## config.mk

```make
export PLATFORM = sky130hd
export DESIGN_NAME = sdram_init_seq
export DESIGN_NICKNAME = d
export VERILOG_FILES = /design/src/sdram_pkg.sv /design/src/sdram_init_seq.sv
export VERILOG_INCLUDE_DIRS = /design/src /design/src/src
export SDC_FILE = /design/constraint.sdc
export NUM_CORES = 1
export LEC_CHECK = 0
export BUFFER_PORTS_ARGS = -buffer_cell sky130_fd_sc_hd__buf_2
export CAP_MARGIN = 15
export CORE_AREA = 3 3 40 42
export DETAILED_ROUTE_END_ITERATION = 12
export DIE_AREA = 0 0 43 45
export GPL_ROUTABILITY_DRIVEN = 0
export GPL_TIMING_DRIVEN = 0
export SLEW_MARGIN = 20
export SYNTH_ARGS = -nofsm -noshare
export SYNTH_HDL_FRONTEND = slang
export SYNTH_SLANG_ARGS = --single-unit
```

## constraint.sdc

```tcl
create_clock -name clk_in -period 2.4 [get_ports clk_in]
set_input_delay 0.48 -clock clk_in [delete_from_list [all_inputs] [get_ports clk_in]]
set_output_delay 0.48 -clock clk_in [all_outputs]
set_load 0.005 [all_outputs]
```

## src/sdram_consts.svh

```systemverilog
// timing in clk_in cycles for a >100 MHz controller clock; SD_INIT_WAIT is a sim value, silicon needs ~100 us
`ifndef SDRAM_CONSTS_SVH
`define SDRAM_CONSTS_SVH

// ----------------------------------------------------------------------
// chip timing
// ----------------------------------------------------------------------
`define SD_RASCAS_DELAY   3   // tRCD 20ns -> 3 clocks
`define SD_CAS_LATENCY    3   // CL3 needed above 100 MHz

// power-up sequence, counted down from SD_INIT_WAIT
`define SD_INIT_WAIT      25
`define SD_PRECHARGE_AT   20  // precharge all banks
`define SD_MODE_AT        10  // load mode register

// slot of the refresh, one past read capture
`define SD_SLOT_REFRESH   (`SD_RASCAS_DELAY + `SD_CAS_LATENCY + 2)
`define SD_MIN_CPU_CYCLE  10  // min clocks between as pulses

// ----------------------------------------------------------------------
// geometry
// ----------------------------------------------------------------------
`define SD_ROW_BITS       13  // also the address bus width
`define SD_COL_BITS       9
`define SD_BANK_BITS      2

`endif

```

## src/sdram_pkg.sv

```systemverilog
// SDR SDRAM command and mode register views; command codes follow the JEDEC cs/ras/cas/we order
package sdram_pkg;

  // chip command, bit order cs ras cas we
  typedef enum logic [3:0] {
    CMD_INHIBIT         = 4'b1111,
    CMD_NOP             = 4'b0111,
    CMD_ACTIVE          = 4'b0011,
    CMD_READ            = 4'b0101,
    CMD_WRITE           = 4'b0100,
    CMD_BURST_TERMINATE = 4'b0110,
    CMD_PRECHARGE       = 4'b0010,
    CMD_AUTO_REFRESH    = 4'b0001,
    CMD_LOAD_MODE       = 4'b0000
  } sd_cmd_e;

  typedef struct packed {
    logic cs;   // chip select, low active
    logic ras;  // row strobe
    logic cas;  // column strobe
    logic we;   // write enable
  } sd_pin_t;

  // same 4 bits, encoded as a command or driven as pins
  typedef union packed {
    sd_cmd_e cmd;
    sd_pin_t pin;
  } sd_cmd_u;

  // mode register fields, A12..A0
  typedef struct packed {
    logic [2:0] reserved;     // must be 0
    logic       write_burst;  // 1 = single location writes
    logic [1:0] op_mode;      // 00 standard
    logic [2:0] cas_lat;
    logic       access_type;  // 0 sequential
    logic [2:0] burst_len;    // 000 = 1
  } sd_mode_t;

  typedef union packed {
    logic [12:0] word;  // as seen on the address bus
    sd_mode_t    f;
  } sd_mode_u;

endpackage

```

## src/sdram_init_seq.sv

```systemverilog
// power-up sequencer; counts only on clk_in and restarts on any reset, wait length set by SD_INIT_WAIT
`timescale 1ns/1ps
`include "sdram_consts.svh"

module sdram_init_seq
  import sdram_pkg::*;
(
  input  logic                     clk_in,
  input  logic                     reset,
  output logic                     init_active,  // init owns the command bus
  output sd_cmd_u                  init_cmd,
  output logic [`SD_ROW_BITS-1:0]  init_addr,
  output logic [`SD_BANK_BITS-1:0] init_ba,
  output logic                     ready         // cycles allowed
);

  localparam int CNT_W = $clog2(`SD_INIT_WAIT + 1);

  logic [CNT_W-1:0] cnt;   // down-counter, 0 = done
  sd_mode_u         mode;  // mode word for LOAD MODE

  // ----------------------------------------------------------------------
  // wait counter
  // ----------------------------------------------------------------------
  always_ff @(posedge clk_in) begin
    if (reset) begin
      cnt   <= CNT_W'(`SD_INIT_WAIT);
      ready <= 1'b0;
    end else begin
      if (cnt != '0)
        cnt <= cnt - 1'b1;
      ready <= (cnt == '0);  // one clock after count hits 0
    end
  end

  assign init_active = !ready;

  // mode: CL3, burst 1, sequential, single writes
  always_comb begin
    mode.f.reserved    = 3'b000;
    mode.f.write_burst = 1'b1;
    mode.f.op_mode     = 2'b00;
    mode.f.cas_lat     = 3'(`SD_CAS_LATENCY);
    mode.f.access_type = 1'b0;
    mode.f.burst_len   = 3'b000;
  end

  // ----------------------------------------------------------------------
  // command decode
  // ----------------------------------------------------------------------
  always_comb begin
    init_cmd.cmd = CMD_NOP;
    init_addr    = '0;
    init_ba      = '0;                     // all banks / mode reg
    if (!ready) begin
      if (cnt == CNT_W'(`SD_PRECHARGE_AT)) begin
        init_cmd.cmd   = CMD_PRECHARGE;
        init_addr[10]  = 1'b1;             // A10 = all banks
      end else if (cnt == CNT_W'(`SD_MODE_AT)) begin
        init_cmd.cmd = CMD_LOAD_MODE;
        init_addr    = mode.word;
      end
    end
  end

  // once up, only a reset may drop ready again
  a_ready_sticky : assert property (@(posedge clk_in)
    ready && !reset |=> ready)
    else $error("ready fell without reset");

endmodule

```

Word-level counts from Yosys, hierarchy flattened
Index checks and enable logic that the tools add are counted.
{"block": "totals", "register_bits": 6, "input_bits": 2, "out_inout_bits": 21, "word_cells": 16}
{"block": "classes", "n_addsub": 1, "eq_ne": 2, "n_mux": 8, "reduce_logical": 3}
{"cell": "10-bit two-way mux", "count": 2}
{"cell": "13-bit two-way mux", "count": 1}
{"cell": "3-bit two-way mux", "count": 3}
{"cell": "5-bit by 4-bit equality test with 1-bit output, second input constant", "count": 1}
{"cell": "5-bit equality test, second input constant", "count": 1}
{"cell": "5-bit logical NOT", "count": 1}
{"cell": "5-bit nonzero test", "count": 1}
{"cell": "5-bit by 1-bit subtractor with 5-bit output, second input constant", "count": 1}
{"cell": "2-bit two-way mux", "count": 1}
{"cell": "1-bit logical NOT", "count": 1}
{"cell": "1-bit two-way mux", "count": 1}

Longest topological paths before layout
{"block": "depth", "depth_word": 4, "ltp_mapped": 6, "mapped_depth_nobuf": 5}

Worst setup path before layout
Ideal clock, no wire load.
{"block": "synth_timing", "path_type": "flip-flop to output port", "start": "reg cnt[0]", "end": "out init_cmd[2] (netlist bit)", "arrival_ns": 1.382, "required_ns": 1.920, "slack_ns": 0.538, "stages_incl_launch_ff": 7, "n_path_buf": 1, "cell_sequence": "dfxtp_1 -> inv_1 -> ha_1 -> nand2_1 -> nor4_1 -> nor2_1 -> buf_4"}
{"item": "start, declared", "line_no": "sdram_init_seq.sv:19", "rtl": "logic [CNT_W-1:0] cnt;"}
{"item": "start signal, assigned", "line_no": "sdram_init_seq.sv:27", "rtl": "cnt <= CNT_W'(`SD_INIT_WAIT);"}
{"item": "start signal, assigned", "line_no": "sdram_init_seq.sv:31", "rtl": "cnt <= cnt - 1'b1;"}
{"item": "end, declared", "line_no": "sdram_init_seq.sv:11", "rtl": "output sd_cmd_u init_cmd,"}

==> metrics.md <==
| Metric | Value |
|---|---|
| Max-Cap Viols | 0 |
| Final Hold Vio Count | 0 |
| Crit. Startpoint | cnt[0] |
| Drt total wl | ~640 um |
| Die H | ~45 um |
| Final period utilization | 0.851 |
| CTS clock-pin slew for the worst setup and hold paths | 50 ps |
| Hold_ws | 458 ps |
| Final setup fails | 0 |
| Core area | 1280 um^2 |
| CP max FO | 5 |
| Post-Layout Cell Count | a little under 90 |
| Worst setup margin | between 300 and 400 ps |
| Fill cell count | 141 |
| Syn Area/Cell | around 8.5 um^2 |
| Largest net degree at the start of global routing | 7 |
| H-tree levels | 1 |
| Setup bufs post-CTS | 0 |
| PortBufs | 10 |
| Initial Util | 0.322 |
| Status | finished clean |
| Most frequent cells in the layout | buf_4 (15), conb_1 (12), buf_2 (10), dfxtp_1 (6) |
| HP Class | input port to flip-flop |
| Reg-to-Reg Start | cnt[0] |
| Setup slack at placement | between 300 and 400 ps |
| Vias in the first global route | ~270 |
| Sequential area share after synthesis | 0.290 |
| Post-DP Area | around 520 um^2 |
| RSZ-0062 raised after global routing | no |
| Via/cell ratio | 3.63 |
| Clk sinks | 6 |
| TritonCTS Buffers | 3 |
| CTS tree | done |
| Post-DRT Antenna Nets | 0 |
| Die Width | 43 um |
| RR Endpoint | cnt[0] |
| Worst Clk Skew | between 2 and 3 ps |
| Synth-to-layout area growth | 33.5% |
| Share of layout cells above drive strength 1 | 0.438 |
| First-pass GRT wire length | about 1100 um |
| R2r worst-path depth | 6 |
| Most common cell after layout, fill and taps aside | buf_4 |
| Total Power | 0.263 mW |
| WL per Instance | ~7.3 um |
| Clk buf depth | 2 |
| Synth Warn # | 0 |
| DRT Pass-1 Iters | 2 |
| WP data required | between 1500 and 2000 ps |
| Latest clock arrival within the worst-skew pair | about 240 ps |
| Crit path DAT | 1560 ps |
| HP Start | reset |
| Setup TNS | 0 ps |
| Worst hold path depth | 2 |
| DP Wirelength | 531 um |
| Final Core Density | 0.430 |
| Drc violations | 0 |
| Root Buffer | clkbuf_4 |
| Cells after synthesis | between 40 and 50 |
| Worst Setup Start Kind | flip-flop |
| Fin. max-slew vios | 0 |
| Placement Rows | 13 |
| Cell variety after synth | 17 |
| Design area | about 550 um^2 |
| Syn Std Cell Area | approximately 410 um^2 |
| Top Ports | 23 |
| Nets | 79 |
| Maximum achievable frequency | 490 MHz |
| Initial antenna violation count | 0 |
| Via count | around 320 |
| Total grt overflow | 0 |
| Initial DRC count | 2 |
| #FFs+latches synth | 6 |
| Total instance count after detailed placement | 85 |
| CP endpoint kind | output pin |
| Total GRT Usage | 0.0751 |
| Min Tclk post-route | 2040 ps |
| Inserted Diodes | 0 |
| Die area | between 1500 and 2000 um^2 |
| Kind of critical path | flip-flop to output pin |
| Static Leak | approximately 0.30 nW |
| CP Capture Point | init_cmd[2] |
| Power density cells | approximately 470 nW/um^2 |
| R2R Setup Slk | ~860 ps |
| Maximum vdd drop | 0.179 mV |
cells in the mapped netlist:
| master | instances | share of area |
|---|---|---|
| o21ai_0 | 1 | 0.012 |
| ha_1 | 2 | 0.060 |
| buf_4 | 15 | 0.27 |
| inv_1 | 4 | 0.036 |
| buf_6 | 1 | 0.027 |
| or4b_4 | 1 | 0.033 |
| nor3_1 | 2 | 0.024 |
| a21o_1 | 1 | 0.018 |
| nand2b_1 | 3 | 0.045 |
| nor2_1 | 4 | 0.036 |
| nand2_1 | 3 | 0.027 |
| conb_1 | 1 | 0.0091 |
| dfxtp_1 | 6 | 0.29 |
| nor4_1 | 1 | 0.015 |
| a211oi_2 | 1 | 0.030 |
| xor2_1 | 2 | 0.042 |
| xnor2_1 | 1 | 0.021 |
how the worst min path moves through the flow:
stage	to	slack [ps]
5_1_grt	cnt[1]	480
2_1_floorplan	cnt[4]	470
4_1_cts	cnt[1]	450
6_report	cnt[1]	460
3_5_place_dp	cnt[4]	510
3_3_place_gp	cnt[4]	500
report_power, final:
group          internal, mW  total (mW)  leakage, nW  switching (mW)
Clock                0.0566      0.0928       0.0138          0.0362
Sequential            0.109       0.120       0.0494          0.0108
Combinational        0.0290      0.0500        0.237          0.0209
Total                 0.195       0.263        0.300          0.0679
layer usage:
| metal | part of all wire | wire (um) | global-route usage |
|---|---|---|---|
| met1 | 0.36 | 235 | 0.0799 |
| met2 | 0.51 | 326 | 0.126 |
| met3 | 0.11 | 68 | 0.0120 |
| met4 | 0.022 | 14 | 0.0723 |
| met5 | 0 | 0 | 0 |
final cells by class:
| type | count | area [um^2] | area share |
|---|---|---|---|
| buffer | 16 | 124 | 0.224 |
| clock buffer | 3 | 22.5 | 0.0407 |
| inverter | 4 | 15.0 | 0.0271 |
| multi-input combinational | 34 | 203 | 0.367 |
| sequential | 6 | 120 | 0.217 |
| tap | 15 | 18.8 | 0.0339 |
| timing repair buffer | 10 | 50.0 | 0.0905 |
registers in the layout, summed over array words and instances (netlist names):
signal and cells:
cnt 5, ready 1
cell families (layout without fill, tap and decap cells):
| logic type | count (synthesis) | after routing | synth area share |
|---|---|---|---|
| flip-flops | 6 | 6 | 0.290 |
| XOR/XNOR | 3 | 3 | 0.0635 |
| adder cells (fa/ha/maj) | 2 | 2 | 0.0604 |
| AO/OA/AOI/OAI | 3 | 3 | 0.0604 |
| AND/OR/NAND/NOR | 14 | 14 | 0.181 |
| other | 1 | 12 | 0.00905 |
| buffers and inverters | 20 | 33 | 0.335 |
critical path, cell delays in order (launching register included):
cell	delay (ps)
dfxtp_1	320
inv_1	90
ha_1	140
nand2_1	60
nor4_2	330
nor2_1	120
buf_4	140
buf_2	110
what timing repair did:
item,4_1_cts,5_1_grt
endpoints found under the setup margin,0,1
resized for setup,0,1
hold buffers,0,0
Power figures use the tool's default switching activity.
