--- src/sdram_consts.svh ---
// timing in clk_in cycles for a >100 MHz controller clock; SD_INIT_WAIT is a sim value, silicon needs ~100 us
`ifndef SDRAM_CONSTS_SVH
`define SDRAM_CONSTS_SVH

// ----------------------------------------------------------------------
// chip timing
// ----------------------------------------------------------------------
`define SD_RASCAS_DELAY   3   // tRCD 20ns -> 3 clocks
`define SD_CAS_LATENCY    3   // CL3 needed above 100 MHz

// power-up sequence, counted down from SD_INIT_WAIT
`define SD_INIT_WAIT      25
`define SD_PRECHARGE_AT   20  // precharge all banks
`define SD_MODE_AT        10  // load mode register

// slot of the refresh, one past read capture
`define SD_SLOT_REFRESH   (`SD_RASCAS_DELAY + `SD_CAS_LATENCY + 2)
`define SD_MIN_CPU_CYCLE  10  // min clocks between as pulses

// ----------------------------------------------------------------------
// geometry
// ----------------------------------------------------------------------
`define SD_ROW_BITS       13  // also the address bus width
`define SD_COL_BITS       9
`define SD_BANK_BITS      2

`endif

--- src/sdram_pkg.sv ---
// SDR SDRAM command and mode register views; command codes follow the JEDEC cs/ras/cas/we order
package sdram_pkg;

  // chip command, bit order cs ras cas we
  typedef enum logic [3:0] {
    CMD_INHIBIT         = 4'b1111,
    CMD_NOP             = 4'b0111,
    CMD_ACTIVE          = 4'b0011,
    CMD_READ            = 4'b0101,
    CMD_WRITE           = 4'b0100,
    CMD_BURST_TERMINATE = 4'b0110,
    CMD_PRECHARGE       = 4'b0010,
    CMD_AUTO_REFRESH    = 4'b0001,
    CMD_LOAD_MODE       = 4'b0000
  } sd_cmd_e;

  typedef struct packed {
    logic cs;   // chip select, low active
    logic ras;  // row strobe
    logic cas;  // column strobe
    logic we;   // write enable
  } sd_pin_t;

  // same 4 bits, encoded as a command or driven as pins
  typedef union packed {
    sd_cmd_e cmd;
    sd_pin_t pin;
  } sd_cmd_u;

  // mode register fields, A12..A0
  typedef struct packed {
    logic [2:0] reserved;     // must be 0
    logic       write_burst;  // 1 = single location writes
    logic [1:0] op_mode;      // 00 standard
    logic [2:0] cas_lat;
    logic       access_type;  // 0 sequential
    logic [2:0] burst_len;    // 000 = 1
  } sd_mode_t;

  typedef union packed {
    logic [12:0] word;  // as seen on the address bus
    sd_mode_t    f;
  } sd_mode_u;

endpackage

--- src/cpu_bus_pkg.sv ---
// TMS99000 24-bit word address split onto one 16-bit SDRAM chip; bit 23 is not mapped
`include "sdram_consts.svh"

package cpu_bus_pkg;

  // ----------------------------------------------------------------------
  // cpu word address layout
  // ----------------------------------------------------------------------
  // row uses 12 of the 13 row bits, column is col_hi:col_lo
  typedef struct packed {
    logic                         unused;  // above 16M words
    logic                         col_hi;  // column bit 8
    logic [`SD_BANK_BITS-1:0]     bank;
    logic [`SD_ROW_BITS-2:0]      row;
    logic [`SD_COL_BITS-2:0]      col_lo;  // column bits 7..0
  } cpu_addr_t;

  typedef union packed {
    logic [23:0] word;  // flat, as the cpu drives it
    cpu_addr_t   f;
  } cpu_addr_u;

endpackage

--- src/sdram_cycle_seq.sv ---
// one fixed slot sequence per cpu machine cycle; as must be a one-clock pulse and cycles may not overlap
`timescale 1ns/1ps
`include "sdram_consts.svh"

module sdram_cycle_seq
  import sdram_pkg::*, cpu_bus_pkg::*;
(
  input  logic                     clk_in,
  input  logic                     reset,
  input  logic                     ready,    // init done
  input  logic                     as,       // start of cpu machine cycle
  input  logic                     csn,      // memory select, low active
  input  logic                     nwr,      // 0 = write
  input  logic [23:0]              addr,     // word address
  input  logic [15:0]              din,
  output sd_cmd_u                  cyc_cmd,
  output logic [`SD_ROW_BITS-1:0]  cyc_addr,
  output logic [`SD_BANK_BITS-1:0] cyc_ba,
  output logic [15:0]              wr_data,  // latched write data
  output logic                     data_oe,  // drive sd_data
  output logic                     capture   // load dout
);

  // ----------------------------------------------------------------------
  // slot map, each slot lands on the pins one clock later
  // ----------------------------------------------------------------------
  localparam logic [3:0] SLOT_ACTIVE  = 4'd0;
  localparam logic [3:0] SLOT_RW      = 4'(`SD_RASCAS_DELAY);
  localparam logic [3:0] SLOT_CAPTURE = 4'(`SD_RASCAS_DELAY + `SD_CAS_LATENCY + 1);
  localparam logic [3:0] SLOT_REFRESH = 4'(`SD_SLOT_REFRESH);
  localparam logic [3:0] SLOT_IDLE    = 4'hf;  // parked between cycles

  logic [3:0] slot;
  logic       acc_q;     // csn was low at as
  logic       wr_q;      // write cycle
  cpu_addr_u  addr_q;    // latched cpu address
  logic       start;

  assign start = as && ready;  // as ignored during init

  // ----------------------------------------------------------------------
  // slot counter and control latches
  // ----------------------------------------------------------------------
  always_ff @(posedge clk_in) begin
    if (reset) begin
      slot  <= SLOT_IDLE;
      acc_q <= 1'b0;
      wr_q  <= 1'b0;
    end else if (start) begin
      slot  <= SLOT_ACTIVE;
      acc_q <= !csn;
      wr_q  <= !nwr;
    end else if (slot != SLOT_IDLE) begin
      slot <= slot + 1'b1;       // runs to idle and parks
    end
  end

  // payload, taken with the cycle
  always_ff @(posedge clk_in) begin
    if (start) begin
      addr_q.word <= addr;
      wr_data     <= din;
    end
  end

  // ----------------------------------------------------------------------
  // command and address decode
  // ----------------------------------------------------------------------
  always_comb begin
    cyc_cmd.cmd = CMD_NOP;                          // idle default
    if (acc_q && slot == SLOT_ACTIVE)
      cyc_cmd.cmd = CMD_ACTIVE;
    else if (acc_q && slot == SLOT_RW)
      cyc_cmd.cmd = wr_q ? CMD_WRITE : CMD_READ;
    else if (slot == SLOT_REFRESH)
      cyc_cmd.cmd = CMD_AUTO_REFRESH;               // every cycle, access or not
  end

  // row for ACTIVE, column with A10 set for auto-precharge
  always_comb begin
    if (slot == SLOT_RW)
      cyc_addr = {2'b00, 1'b1, 1'b0, addr_q.f.col_hi, addr_q.f.col_lo};
    else
      cyc_addr = {1'b0, addr_q.f.row};
  end

  assign cyc_ba = addr_q.f.bank;

  // write data out one clock before WRITE, off one clock after
  assign data_oe = acc_q && wr_q && (slot == SLOT_RW || slot == SLOT_RW + 4'd1);
  assign capture = acc_q && !wr_q && (slot == SLOT_CAPTURE);  // CL3 data at E8

  // ----------------------------------------------------------------------
  // checks
  // ----------------------------------------------------------------------
  // cpu must leave room for the whole slot sequence
  a_as_spacing : assert property (@(posedge clk_in) disable iff (reset)
    start |=> (!as) [* (`SD_MIN_CPU_CYCLE - 1)])
    else $error("as closer than SD_MIN_CPU_CYCLE");

endmodule

--- config.mk ---
export PLATFORM = sky130hd
export DESIGN_NAME = sdram_cycle_seq
export DESIGN_NICKNAME = d
export VERILOG_FILES = /design/src/sdram_pkg.sv /design/src/cpu_bus_pkg.sv /design/src/sdram_cycle_seq.sv
export VERILOG_INCLUDE_DIRS = /design/src /design/src/src
export SDC_FILE = /design/constraint.sdc
export NUM_CORES = 1
export LEC_CHECK = 0
export BUFFER_PORTS_ARGS = -buffer_cell sky130_fd_sc_hd__buf_2
export CORE_AREA = 2 2 65 67
export DETAILED_ROUTE_END_ITERATION = 7
export DIE_AREA = 0 0 67 69
export GPL_ROUTABILITY_DRIVEN = 1
export GPL_TIMING_DRIVEN = 0
export PLACE_DENSITY = 0.75
export SLEW_MARGIN = 20
export SYNTH_ARGS = -nofsm -noshare
export SYNTH_HDL_FRONTEND = slang
export SYNTH_SLANG_ARGS = --single-unit
--- constraint.sdc ---
create_clock -name clk_in -period 2.4 [get_ports clk_in]
set_clock_uncertainty 0.2 [all_clocks]
set_input_delay 0 -clock clk_in [delete_from_list [all_inputs] [get_ports clk_in]]
set_output_delay 0 -clock clk_in [all_outputs]
set_load 0.02 [all_outputs]
After elaboration in Yosys (flattened, before gate mapping) --
Index checks and enable logic that the tools add are counted. Widths: inputs -> output; s select.
Word-level totals: flip-flop bits (word level) 45, input bits 46
Cells by class: $add $sub $neg 1, eq/ne operators 5, multiplexer cells 7, reductions and logical operators 13
Operators by type and width (count):
- $mux 12 | 1
- $mux 3 | 3
- $eq 4x3->1 const B | 2
- $mux 4 | 2
- $logic_and 1x1->1 | 7
- $add 4x1->4 const B | 1
- $eq 4x2->1 const B | 1
- $eq 4x4->1 const B | 1
- $logic_not 4->1 | 1
- $ne 4x4->1 const B | 1
- $logic_not 1->1 | 3
- $reduce_bool 2->1 | 1
- $logic_or 1x1->1 | 1
- $mux 1 | 1

Longest topological paths before layout --
word-level depth 4, gate-level depth with buffers 5, mapped depth without buffers 5

Worst setup path after synthesis --
No wires, ideal clock.
path kind input port to flip-flop, start point input port as, end point register slot[1], setup time 0.126 ns, arrival 1.523 ns, slack 0.551 ns, stages on the path 3, path buffers 0, cells stage by stage nand2_1 > clkinv_1 > o311ai_0
Between the ends: cells in the longest elaborated chain, start to end 2, elaborated cells on any way between the ends 3
Ends and longest elaborated chain:
- start, declared | RTL line sdram_cycle_seq.sv:11 | input logic as,
- $logic_and 1x1->1 * | RTL line sdram_cycle_seq.sv:39 | assign start = as && ready;
- net start | RTL line sdram_cycle_seq.sv:37 | logic start;
- $mux 4 / $reduce_bool 2->1 (equally long branches)
- end signal, assigned | RTL line sdram_cycle_seq.sv:54 | slot <= slot + 1'b1;
- end, declared | RTL line sdram_cycle_seq.sv:33 | logic [3:0] slot;
Mark *: on every way through the listed nets, which the timed path passes. The rest lies on a longest branch. A chain may end at the register's enable or synchronous reset.

Worst setup path in the final report --
start point register slot[0], end point output port cyc_addr[3]
Between the ends: cells in the longest elaborated chain, start to end 2
Ends and longest elaborated chain:
- $eq 4x2->1 | RTL line sdram_cycle_seq.sv:81 | if (slot == SLOT_RW)
- $mux 12 | RTL line sdram_cycle_seq.sv:81
- end, declared | RTL line sdram_cycle_seq.sv:17 | output logic [`SD_ROW_BITS-1:0] cyc_addr,
Every way passes these cells.

==> results by group <==
Placed design
  • Global placer's final weighted congestion: 0.707
  • DPL Wire Length: 2440 um
  • Port Buf Inserts: 79

Die
  • Count of standard-cell rows: 23
  • Initial Util: 0.433
  • Floorplan Core Area: 3910 um^2
  • Num ports: 83
  • Die area: 4620 um^2
  • Chip width: 67 um
  • Die height: 69 um

Timing
  • Crit path time final: 2.11 ns
  • Unrepaired setup endpoints after global routing: no
  • Pin slew with the least headroom to its limit: 0.537 ns
  • Final-layout setup total negative slack: 0 ns
  • Final setup fails: 0
  • Crit share post-route: 0.879
  • Achievable clock frequency: 0.474 GHz
  • Number of hold violations in the final report: 0
  • Relative slew margins: 0.642
  • Slew Limit Fails: 0

Clocking
  • Sink count of the clock tree: 45
  • Clock tree root driver cell: sky130_fd_sc_hd__clkbuf_8
  • Number of CTS-inserted buffers: 5
  • H-tree level count: 2
  • Latest clock arrival within the worst-skew pair: 0.29 ns
  • Maximum buffer depth of the clock tree: 2
  • CTS tree: yes
  • Clock transition at the register clock pins on the worst setup and hold paths after CTS: 0.07 ns

Critical path
  • Crit Path Max Fanout: 10
  • Signal arrival time at the worst endpoint: 1.91 ns
  • Crit Path Category: reg2out
  • Req. time, crit path: 2.20 ns
  • Critical Path Sink Type: output pin
  • Critical path's top delay family: flip-flops
  • Bufs and invs on worst path: 2
  • Ordered cell list for the critical path: ha_1 > nand2b_1 > nor2_2 > buf_6 > mux2_4 > buf_2
  • Cell at the slowest stage of the critical path: sky130_fd_sc_hd__dfxtp_1
  • Worst setup SP type: flip-flop
  • Maximum single-stage delay on the critical path: 0.40 ns

Global route
  • Antenna violations before repair: 0
  • Global-route met1 utilization: 0.160
  • M2 GR Usage: 0.319
  • Total congestion overflow: 0
  • Most used routing layer in global routing: met2
  • Global-route wire length before repair: 5660 um
  • Vias in the first global route: 1,271
  • Largest net degree at the start of global routing: 48
  • Overall global routing resource usage: 0.166
  • GR met3 Demand/Resource: 0.0506

Cells and area
  • Layout Utilization: 0.691
  • Nets: 280
  • Most used cells in the layout excluding fill and tap cells: 79 x sky130_fd_sc_hd__buf_2, 46 x sky130_fd_sc_hd__dlygate4sd3_1, 39 x sky130_fd_sc_hd__edfxtp_1, 7 x sky130_fd_sc_hd__mux2_4, 6 x sky130_fd_sc_hd__dfxtp_1
  • Antenna cell count: 0
  • Share of post-route cells with drive strength above 1: 0.446
  • Most common cell after layout, fill and taps aside: sky130_fd_sc_hd__buf_2
  • Area growth, synth to finish: 59.5%

Logic synthesis
  • Count of different cell masters after synthesis: 26
  • Area fraction of the dominant cell type after synthesis: 0.691
  • Proportion of synthesized chip area in sequential cells: 0.762
  • Count of mapped cells out of synthesis: 99
  • Mean post-synth cell area: 17.1 um^2
  • Top area cells in the synthesized netlist: sky130_fd_sc_hd__edfxtp_1 69%, sky130_fd_sc_hd__dfxtp_1 7.1%, sky130_fd_sc_hd__mux2_4 6.2%, sky130_fd_sc_hd__buf_4 1.8%, sky130_fd_sc_hd__ha_1 1.5%
  • Post-synth top area cell: sky130_fd_sc_hd__edfxtp_1
  • Cell Area, Synth: 1700 um^2
  • Count of state elements after synthesis: 45
  • Count of yosys warnings during synthesis: 0

Power and ir drop
  • Total leakage power: 1.15 nW
  • Total power density per cell area: 652 nW/um^2
  • Peak ir drop on the vdd network: 0.430 mV
  • Overall power consumption: 1.76 mW

Route
  • Pre-Repair DR Iteration Count: 4
  • Antenna-violating nets left: 0
  • Remaining DRCs: 0
  • Via Count: 1,286
  • Vias per inst: 4.54
  • Detailed-route wire length per cell: 13.3 um
  • Initial DRC count: 51
  • Routed Wire Length: 3760 um

Run status
  • Run status: completed

Worst hold path
  • Hold Path Class: in2reg

Flow run
  • Max-cap check violation count: 0
worst paths after layout:
check               start     endpoint  slack [ns]  cells past startpoint
setup / recovery  slot[0]  cyc_addr[3]        0.29                      6
hold reg to reg   slot[1]      slot[1]        0.40                      2
setup reg to reg     wr_q         wr_q        0.76                      3
hold / removal         as    addr_q[0]        0.17                      3
final cells by class:
class	count	area, um^2
fillers	266	1210
flip-flops and latches	45	1290
well taps	50	62.6
clock inverters	1	7.51
repair buffers	125	856
clock buffers	7	76.3
inverters	5	21.3
multi-input cells	45	348
plain buffers	5	41.3
where the power goes:
part           internal, mW  total (mW)  leakage, nW  switching (mW)
Combinational         0.182       0.365        0.691           0.183
Sequential            0.921       0.960        0.416          0.0386
Clock                 0.206       0.438       0.0385           0.232
registers in the layout, summed over array words and instances (netlist names):
register,cells
acc_q,1
addr_q,23
slot,4
wr_data,16
wr_q,1
cells by family (layout without fill, tap and decap cells):
group           count (synthesis)  after routing  synth area share
simple gates                   20             20            0.0627
compound gates                 11             11            0.0428
buf+inv                        10            143            0.0354
fa+ha+maj                       2              2            0.0148
flops                          45             45             0.762
other cells                     1              2           0.00221
mux                             9              9            0.0753
xor+xnor                        1              1           0.00517
what timing repair did:
action | CTS | global route
gates resized for setup | 0 | 1
endpoints found under the hold margin | 45 | 0
setup endpoints to repair | 0 | 2
setup buffers | 0 | 0
hold buffers | 46 | 0
synth_stat cells:
| cell | count |
|---|---|
| sky130_fd_sc_hd__nand3b_1 | 1 |
| sky130_fd_sc_hd__a21oi_1 | 2 |
| sky130_fd_sc_hd__clkinv_1 | 1 |
| sky130_fd_sc_hd__dfxtp_1 | 6 |
| sky130_fd_sc_hd__mux2_2 | 2 |
| sky130_fd_sc_hd__mux2_4 | 7 |
| sky130_fd_sc_hd__inv_1 | 4 |
| sky130_fd_sc_hd__o21ai_0 | 3 |
| sky130_fd_sc_hd__buf_6 | 1 |
| sky130_fd_sc_hd__nor2_1 | 3 |
| sky130_fd_sc_hd__and2b_2 | 2 |
| sky130_fd_sc_hd__buf_4 | 4 |
| sky130_fd_sc_hd__or2_2 | 1 |
| sky130_fd_sc_hd__a211oi_1 | 2 |
| sky130_fd_sc_hd__nor2b_1 | 1 |
| sky130_fd_sc_hd__edfxtp_1 | 39 |
| sky130_fd_sc_hd__nor3_1 | 2 |
| sky130_fd_sc_hd__o311ai_0 | 2 |
| sky130_fd_sc_hd__nand2b_1 | 1 |
| sky130_fd_sc_hd__ha_1 | 2 |
| sky130_fd_sc_hd__xnor2_1 | 1 |
| sky130_fd_sc_hd__nor2_2 | 1 |
| sky130_fd_sc_hd__conb_1 | 1 |
| sky130_fd_sc_hd__nand3_1 | 4 |
| sky130_fd_sc_hd__nand2_1 | 4 |
| sky130_fd_sc_hd__o211ai_1 | 2 |
per-layer routing:
metal / vias to the layer above / wire length [um] / share of wire
li1: 625 / - / -
met1: 594 / 1390 / 0.37
met2: 59 / 2040 / 0.54
met3: 8 / 255 / 0.068
met4: 0 / 68 / 0.018
met5: - / 0 / 0
metrics by stage:
| step | area [um^2] | hold slack (ns) | setup slack (ns) | cells |
|---|---|---|---|---|
| 2_1_floorplan | 1700 | -0.127 | 0.551 | 100 |
| 5_1_grt | 2700 | 0.216 | 0.164 | 283 |
| 3_5_place_dp | 2160 | -0.0216 | 0.572 | 229 |
| 3_3_place_gp | 2160 | -0.0231 | 0.0945 | 229 |
| 4_1_cts | 2700 | 0.206 | 0.0606 | 283 |
| 6_report | 2700 | 0.170 | 0.292 | 283 |
worst min-delay path, cell delays in order:
cell                      delay [ns]
sky130_fd_sc_hd__buf_2          0.09
sky130_fd_sc_hd__nand2_1        0.12
sky130_fd_sc_hd__inv_4          0.21
(Power assumes the default switching activity.)
